## src/design/bus_pkg.sv

```systemverilog
// Bus fabric widths and index types
// Two hosts and two devices only, so both index types are a single bit
package bus_pkg;

  // Fabric size
  localparam int NrHosts   = 2;
  localparam int NrDevices = 2;

  // Channel widths
  localparam int AddrWidth = 32;
  localparam int DataWidth = 32;
  localparam int BeWidth   = DataWidth / 8;

  // Byte address
  typedef logic [AddrWidth-1:0] addr_t;

  // Data word
  typedef logic [DataWidth-1:0] data_t;

  // One enable bit per data byte
  typedef logic [BeWidth-1:0] be_t;

  // Host and device selects
  typedef logic [$clog2(NrHosts)-1:0]   host_idx_t;
  typedef logic [$clog2(NrDevices)-1:0] dev_idx_t;

endpackage
```

## src/design/soc_map_pkg.sv

```systemverilog
// Device address map and register block layout
// Windows must not overlap; an address outside both gets an error from the bus
package soc_map_pkg;

  import bus_pkg::*;

  // Word RAM at 0x0000_0000, 1 KiB window
  localparam addr_t RamBase = 32'h0000_0000;
  localparam addr_t RamMask = 32'hffff_fc00;

  // Register block at 0x0001_0000, 16-byte window
  localparam addr_t RegBase = 32'h0001_0000;
  localparam addr_t RegMask = 32'hffff_fff0;

  // Device slots on the fabric
  localparam dev_idx_t DevRam = dev_idx_t'(0);
  localparam dev_idx_t DevReg = dev_idx_t'(1);

  // Register block word offsets, offset 3 is unused
  localparam logic [1:0] RegOffScratch0 = 2'd0;
  localparam logic [1:0] RegOffScratch1 = 2'd1;
  localparam logic [1:0] RegOffId       = 2'd2;

  // Read-only identification word
  localparam data_t RegIdValue = 32'h0b05_0001;

  // RAM depth in words
  localparam int RamWords = 256;

endpackage

```

## src/design/bus_if.sv

```systemverilog
// One request/response channel between a host side and a device side
// req is held until gnt; rvalid pulses exactly one cycle after the grant
`timescale 1ns/10ps

interface bus_if
  import bus_pkg::*;
();

  // Request phase
  logic  req;
  logic  gnt;
  addr_t addr;
  logic  we;
  be_t   be;
  data_t wdata;

  // Response phase
  logic  rvalid;
  data_t rdata;
  logic  err;

  // Requesting side
  modport host (
    output req,
    output addr,
    output we,
    output be,
    output wdata,
    input  gnt,
    input  rvalid,
    input  rdata,
    input  err
  );

  // Answering side
  modport device (
    input  req,
    input  addr,
    input  we,
    input  be,
    input  wdata,
    output gnt,
    output rvalid,
    output rdata,
    output err
  );

endinterface

```

## src/design/reg_device.sv

```systemverilog
// Register block with two scratch words and a read-only ID
// Writing ID or touching offset 3 returns err and changes nothing
`timescale 1ns/10ps

module reg_device
  import bus_pkg::*;
  import soc_map_pkg::*;
(
  input  logic  clk_i,
  input  logic  rst_ni,
  bus_if.device ch
);

  logic [1:0] offset;
  logic       bad_access;
  data_t      scratch0_q;
  data_t      scratch1_q;
  data_t      rdata_q;
  data_t      read_word;
  logic       rvalid_q;
  logic       err_q;

  // Word offset inside the 16-byte window
  assign offset = ch.addr[3:2];

  // ID is read-only and offset 3 has no register
  assign bad_access = (ch.we && offset == RegOffId) ||
                      !(offset inside {RegOffScratch0, RegOffScratch1, RegOffId});

  always_comb begin
    case (offset)
      RegOffScratch0: read_word = scratch0_q;
      RegOffScratch1: read_word = scratch1_q;
      RegOffId:       read_word = RegIdValue;
      default:        read_word = '0;
    endcase
  end

  // Scratch registers with byte enables
  always_ff @(posedge clk_i or negedge rst_ni) begin
    if (!rst_ni) begin
      scratch0_q <= '0;
      scratch1_q <= '0;
    end else if (ch.req && ch.we && !bad_access) begin
      for (int b = 0; b < BeWidth; b++) begin
        if (ch.be[b]) begin
          if (offset == RegOffScratch0) begin
            scratch0_q[8*b +: 8] <= ch.wdata[8*b +: 8];
          end else if (offset == RegOffScratch1) begin
            scratch1_q[8*b +: 8] <= ch.wdata[8*b +: 8];
          end
        end
      end
    end
  end

  // Read data only captured on reads
  always_ff @(posedge clk_i) begin
    if (ch.req && !ch.we) begin
      rdata_q <= read_word;
    end
  end

  // Response flags one cycle after the request
  always_ff @(posedge clk_i or negedge rst_ni) begin
    if (!rst_ni) begin
      rvalid_q <= 1'b0;
      err_q    <= 1'b0;
    end else begin
      rvalid_q <= ch.req;
      err_q    <= ch.req && bad_access;
    end
  end

  // Always accepts
  assign ch.gnt    = ch.req;
  assign ch.rvalid = rvalid_q;
  assign ch.rdata  = rdata_q;
  assign ch.err    = err_q;

  // Only addresses inside this block's window may reach it
  a_req_in_window : assert property (@(posedge clk_i) disable iff (!rst_ni)
    ch.req |-> ((ch.addr & RegMask) == RegBase));

endmodule

```

## src/flat_wrapper.sv

```systemverilog
// flat-port wrapper written by rule: the top's interface ports become plain ports
module reg_device_flat import bus_pkg::*; import soc_map_pkg::*;
  (clk_i, rst_ni, ch_req, ch_addr, ch_we, ch_be, ch_wdata, ch_gnt, ch_rvalid, ch_rdata, ch_err);
  bus_if ch_i ();
  input  logic clk_i;
  input  logic rst_ni;
  input wire logic [$bits(ch_i.req)-1:0] ch_req;
  input wire logic [$bits(ch_i.addr)-1:0] ch_addr;
  input wire logic [$bits(ch_i.we)-1:0] ch_we;
  input wire logic [$bits(ch_i.be)-1:0] ch_be;
  input wire logic [$bits(ch_i.wdata)-1:0] ch_wdata;
  output wire logic [$bits(ch_i.gnt)-1:0] ch_gnt;
  output wire logic [$bits(ch_i.rvalid)-1:0] ch_rvalid;
  output wire logic [$bits(ch_i.rdata)-1:0] ch_rdata;
  output wire logic [$bits(ch_i.err)-1:0] ch_err;
  assign ch_i.req = ch_req;
  assign ch_i.addr = ch_addr;
  assign ch_i.we = ch_we;
  assign ch_i.be = ch_be;
  assign ch_i.wdata = ch_wdata;
  assign ch_gnt = ch_i.gnt;
  assign ch_rvalid = ch_i.rvalid;
  assign ch_rdata = ch_i.rdata;
  assign ch_err = ch_i.err;
  reg_device u_core (.clk_i(clk_i), .rst_ni(rst_ni), .ch(ch_i));
endmodule
```

## config.mk

```make
export PLATFORM = sky130hd
export DESIGN_NAME = reg_device_flat
export DESIGN_NICKNAME = d
export VERILOG_FILES = /design/src/design/bus_pkg.sv /design/src/design/soc_map_pkg.sv /design/src/design/bus_if.sv /design/src/design/reg_device.sv /design/src/flat_wrapper.sv
export SDC_FILE = /design/constraint.sdc
export NUM_CORES = 1
export LEC_CHECK = 0
export BUFFER_PORTS_ARGS = -buffer_cell sky130_fd_sc_hd__buf_2
export CAP_MARGIN = 5
export CORE_ASPECT_RATIO = 1.2
export CORE_MARGIN = 5
export CORE_UTILIZATION = 50
export CTS_CLUSTER_SIZE = 24
export DETAILED_ROUTE_END_ITERATION = 10
export PLACE_DENSITY = 0.77
export SLEW_MARGIN = 10
export SYNTH_ARGS = -nofsm -noshare
export SYNTH_HDL_FRONTEND = slang
export SYNTH_SLANG_ARGS = --single-unit
export TNS_END_PERCENT = 100
```

## constraint.sdc

```tcl
create_clock -name clk_i -period 1.2 [get_ports clk_i]
set_input_delay 0.06 -clock clk_i [delete_from_list [all_inputs] [get_ports clk_i]]
set_output_delay 0.06 -clock clk_i [all_outputs]
set_load 0.005 [all_outputs]
```

# Word-level counts from Yosys, hierarchy flattened
# Index checks and enable logic that the tools add are counted.
[classes]
n_eq_ne = 2
mux = 1
bitwise = 1
n_reduce_logical = 19
[ops]
columns = ["cell", "count"]
rows = [
  ["$pmux 32 s3", 1],
  ["$reduce_and 4->1", 4],
  ["$reduce_and 3->1", 4],
  ["$logic_and 1x1->1", 5],
  ["$logic_not 1->1", 3],
  ["$reduce_bool 3->1", 1],
  ["$eq 2x1->1 const B", 1],
  ["$eq 2x2->1 const B", 1],
  ["$logic_not 2->1", 1],
  ["$logic_or 1x1->1", 1],
  ["$not 1->1", 1],
]
[totals]
regBits = 98
in_bits = 72
out_inout_bits = 35
word_cells = 34

# Longest topological paths before layout
[logic_depth]
word_depth = 7
mapped_depth = 4
depth_no_buf = 3

# Worst setup path before layout
# Ideal clock, no wire load.
[synth_timing]
kind = "input-to-reg"
start = "in ch_addr[3]"
end = "reg u_core.scratch1_q[10]"
setup_time_ns = 0.125
arrival_ns = 1.030
t_required_ns = 1.075
path_slack_ns = 0.045
path_stages = 4
n_path_buf = 1
path_cell_list = "nand2b_1 > clkbuf_1 > nor2_2 > mux2_2"
[synth_between]
elab_chain_len = 7
elab_cells_between_ends = 11
cone_classes = "eq/ne (2); bitwise (1); reduce/logical (8)"
[synth_lines]
columns = ["item", "line_no", "rtl"]
rows = [
  ["start, declared", "flat_wrapper.sv:8", "input wire logic [$bits(ch_i.addr)-1:0] ch_addr;"],
  ["$eq 2x1->1 (tied with other cells)", "reg_device.sv:28, reg_device.sv:49", ""],
  ["$reduce_bool 3->1", "reg_device.sv:28", "!(offset inside {RegOffScratch0, RegOffScratch1, RegOffId});"],
  ["$logic_not 1->1", "reg_device.sv:28", ""],
  ["$logic_or 1x1->1", "reg_device.sv:27", "assign bad_access = (ch.we && offset == RegOffId) ||"],
  ["$logic_not 1->1", "reg_device.sv:44", "end else if (ch.req && ch.we && !bad_access) begin"],
  ["$logic_and 1x1->1", "reg_device.sv:44", ""],
  ["$reduce_and 4->1 (no line) *", "n/a", ""],
  ["end signal, assigned by index", "reg_device.sv:50", "scratch1_q[8*b +: 8] <= ch.wdata[8*b +: 8];"],
  ["end, declared", "reg_device.sv:17", "data_t scratch1_q;"],
]
# Every way passes the cells marked *; elsewhere a longest branch is shown, timed or not.
# A chain may end at the register's enable or synchronous reset.

# Worst setup path in the final report
[layout_timing]
start = "reg u_core.rdata_q[5], in the netlist u_core.ch.rdata[5]"
end = "out ch_rdata[5]"
[layout_lines]
columns = ["item", "line_no", "rtl"]
rows = [
  ["start, declared", "reg_device.sv:18", "data_t rdata_q;"],
  ["start signal, assigned", "reg_device.sv:60", "rdata_q <= read_word;"],
  ["end, declared", "flat_wrapper.sv:14", "output wire logic [$bits(ch_i.rdata)-1:0] ch_rdata;"],
]
# No word-level cell between the ends.

==> out/metrics.cfg <==
[cells_and_area]
design_area_sq_um = 5180
seqCellArea_sq_um = 2610
area_growth_pct = 30.9
n_antenna_cell = 0
multi_input_area_sq_um = 1290
fillers = 563
drive_gt1_frac = 0.467
final_net_count = 465

[synth]
syn_area_per_cell_sq_um = 15.3
yosys.area_share.simple = 0.0686
ys_seq_area_frac = 0.660
synth_top_area_share = 0.417
ys.warnings.count = 0
syn_area_sq_um = 3960
synth_top_family_by_area = multiplexers
yosysTopAreaCell = dfrtp_1
yosys-top-cells-count = 66 x dfrtp_1, 64 x mux2_2, 32 x edfxtp_1, 32 x nor2_1, 26 x mux2i_1
synth.most_common_cell = dfrtp_1
synth_compound_area_frac = 0.0101
async_reset_ff_frac = 0.673
netlist_instances = 258
synth_adder_area_share = 0
synth_flop_cell = dfrtp_1
synth.area.mux_share = 0.248
synth_nets = 330
synth_cell_types = 20
synth_edf_count = 32
ys_seq_elements = 98
synth_area_leaders = dfrtp_1 42%, edfxtp_1 24%, mux2_2 18%, mux2i_1 6.6%, nor2_1 3.0%
synthXorXnorAreaFrac = 0

[detailed_routing]
drc_errors = 0
vias = 2505
firstDrtPassIters = 4
routed_wl_um = 7990
via_per_inst = 5.11
drtIter0Drc = 102
avgRoutedWirePerCell_um = 16.3
antenna_left = 0

[flow_run]
drv_cap = 0

[placement]
gp_congestion = 0.819
dpl_cell_area_sq_um = 4670
dp_hpwl_um = 5580
port_buffers = 76
pre_cts_ws_ps = -91.8

[global_route]
antenna_found_initial = 0
grt_overflow_total = 0
use_met2 = 0.306
grtUsageMet3 = 0.0224
met1_usage = 0.213
grt_pass1_wl_um = 13400
grt_pass1_vias = 2768
grt_max_degree = 67
top_usage_layer = met2
grtUsageTotal = 0.175

[floorplan]
core_area_sq_um = 7710
die_x_um = 91.2
die_area_sq_um = 9800
die_h_um = 107
initial_core_util = 0.513
io_pins = 107
rows = 35

[timing]
setup_viol = 0
period_share = 0.800
slew_violations = 0
finalCriticalPeriod_ps = 960
fmax_ghz = 1.04
hold_violations = 0
setup_ws_ps = 240
max_slew_margin = 0.686
tightest_slew_ps = 469
grt_setup_unrepaired = false
fin_worst_skew_ps = 5.67

[worst_setup_path]
cp_slowest_cell = edfxtp_1
slowest_delay_ps = 410
crit_required_ps = 1140
crit_arrival_ps = 900
critPathKind = reg2out
crit_family = flip-flops
worstPathMaxFanout = 1
cp-end-kind = primary output
cp_cell_sequence = buf_2
crit_buf_inv = 1
start_kind = flop

[clocking]
cts_tree = built
postCtsResizedCells = 0
clk_path_buf_depth = 2
clk_pin_slew_ps = 80
cts-root-buf = clkbuf_8
h-tree-depth = 3
numCtsBuffers = 9
clkSinkCount = 98
clk_latency_ps = 350

[power_and_ir_drop]
swShare = 0.244
combPwrFrac = 0.163
clockPowerShare = 0.251
vdd_ir_drop_max_v = 0.000674
p_leak_uw = 0.00232
power.density_nw_per_um2 = 1430
intPower_uw = 5610
pwr-share-seq = 0.586
p_sw_uw = 1810

[worst_hold_path]
min_path_type = in2reg

[outcome]
status = complete, no violations

-- metal layers --
| metal | vias up | wire (um) |
|---|---|---|
| li1 | 1189 | - |
| met1 | 1245 | 3290 |
| met2 | 55 | 4190 |
| met3 | 16 | 299 |
| met4 | 0 | 208 |
| met5 | - | 0 |
-- worst min-delay path: stages --
cell	delay [ps]
buf_2	120
buf_4	110
o211a_1	130
-- power by group through the flow --
| stage | clock network [uW] | registers (uW) | logic (uW) |
|---|---|---|---|
| finish | 1860 | 4340 | 1210 |
| global route | 2060 | 4410 | 1360 |
| detailed placement | 0 | 4410 | 1140 |
| floorplan | 0 | 4340 | 750 |
| CTS | 1920 | 4340 | 1230 |
| global placement | 0 | 4380 | 1090 |
-- cell usage in the layout (no fill, tap or decap) --
cell            n
and2b_2         1
buf_12          7
buf_2          76
buf_4          17
clkbuf_1        1
clkbuf_8       10
clkinv_1        2
clkinv_2        1
clkinvlp_4      1
dfrtp_1        66
dlygate4sd3_1  34
edfxtp_1       32
inv_6           1
mux2_2         64
mux2i_1        26
nand2_1         6
nand2b_1        1
nand3_1         4
nor2_1         32
nor2_2          2
nor2_4          2
nor2b_1         1
nor3_2          2
nor3_4          2
o211a_1         1
o21ai_0         6
-- timing repair --
| action | CTS | global route |
|---|---|---|
| hold endpoints to repair | 131 | 0 |
| buffers inserted | 0 | 0 |
| hold buffers | 34 | 0 |
-- state kept, by name, summed over array words and instances, names as in the netlist --
register,flops
u_core.scratch1_q,32
u_core.ch.rdata,32
u_core.ch.err,1
u_core.scratch0_q,32
u_core.ch.rvalid,1
-- metrics by stage --
step	hold WS [ps]	power, uW	instances	setup TNS [ps]	utilization
2_1_floorplan	-236	5090	258	0	-
3_3_place_gp	101	5460	440	-2060	0.606
3_5_place_dp	103	5560	440	-2980	0.606
4_1_cts	101	7490	490	0	0.672
5_1_grt	124	7830	490	0	0.672
6_report	122	7410	490	0	0.672
-- cell families after synthesis --
logic type | after synthesis
multiplexers | 90
AND/OR/NAND/NOR | 53
flip-flops | 98
AO/OA/AOI/OAI | 7
buffers and inverters | 10
-- path summary, 6_finish.rpt --
path,from,endpoint,slack [ps],cells after the start
worst max-delay path,u_core.ch.rdata[5],ch_rdata[5],240,1
worst min-delay path,ch_we,u_core.ch.err,120,3
worst max register to register,u_core.scratch1_q[31],u_core.ch.rdata[31],370,2
worst min register to register,u_core.scratch0_q[10],u_core.scratch0_q[10],510,1
max in group asynchronous,rst_ni,u_core.scratch1_q[18],650,3
min in group asynchronous,rst_ni,u_core.scratch0_q[26],250,3
-- final cells by class --
class / count / share of cell area
clock buffers: 11 / 0.0273
clock inverters: 5 / 0.00556
multi-input cells: 150 / 0.250
flip-flops and latches: 98 / 0.504
well taps: 92 / 0.0222
repair buffers: 134 / 0.191
(Power assumes the default switching activity.)
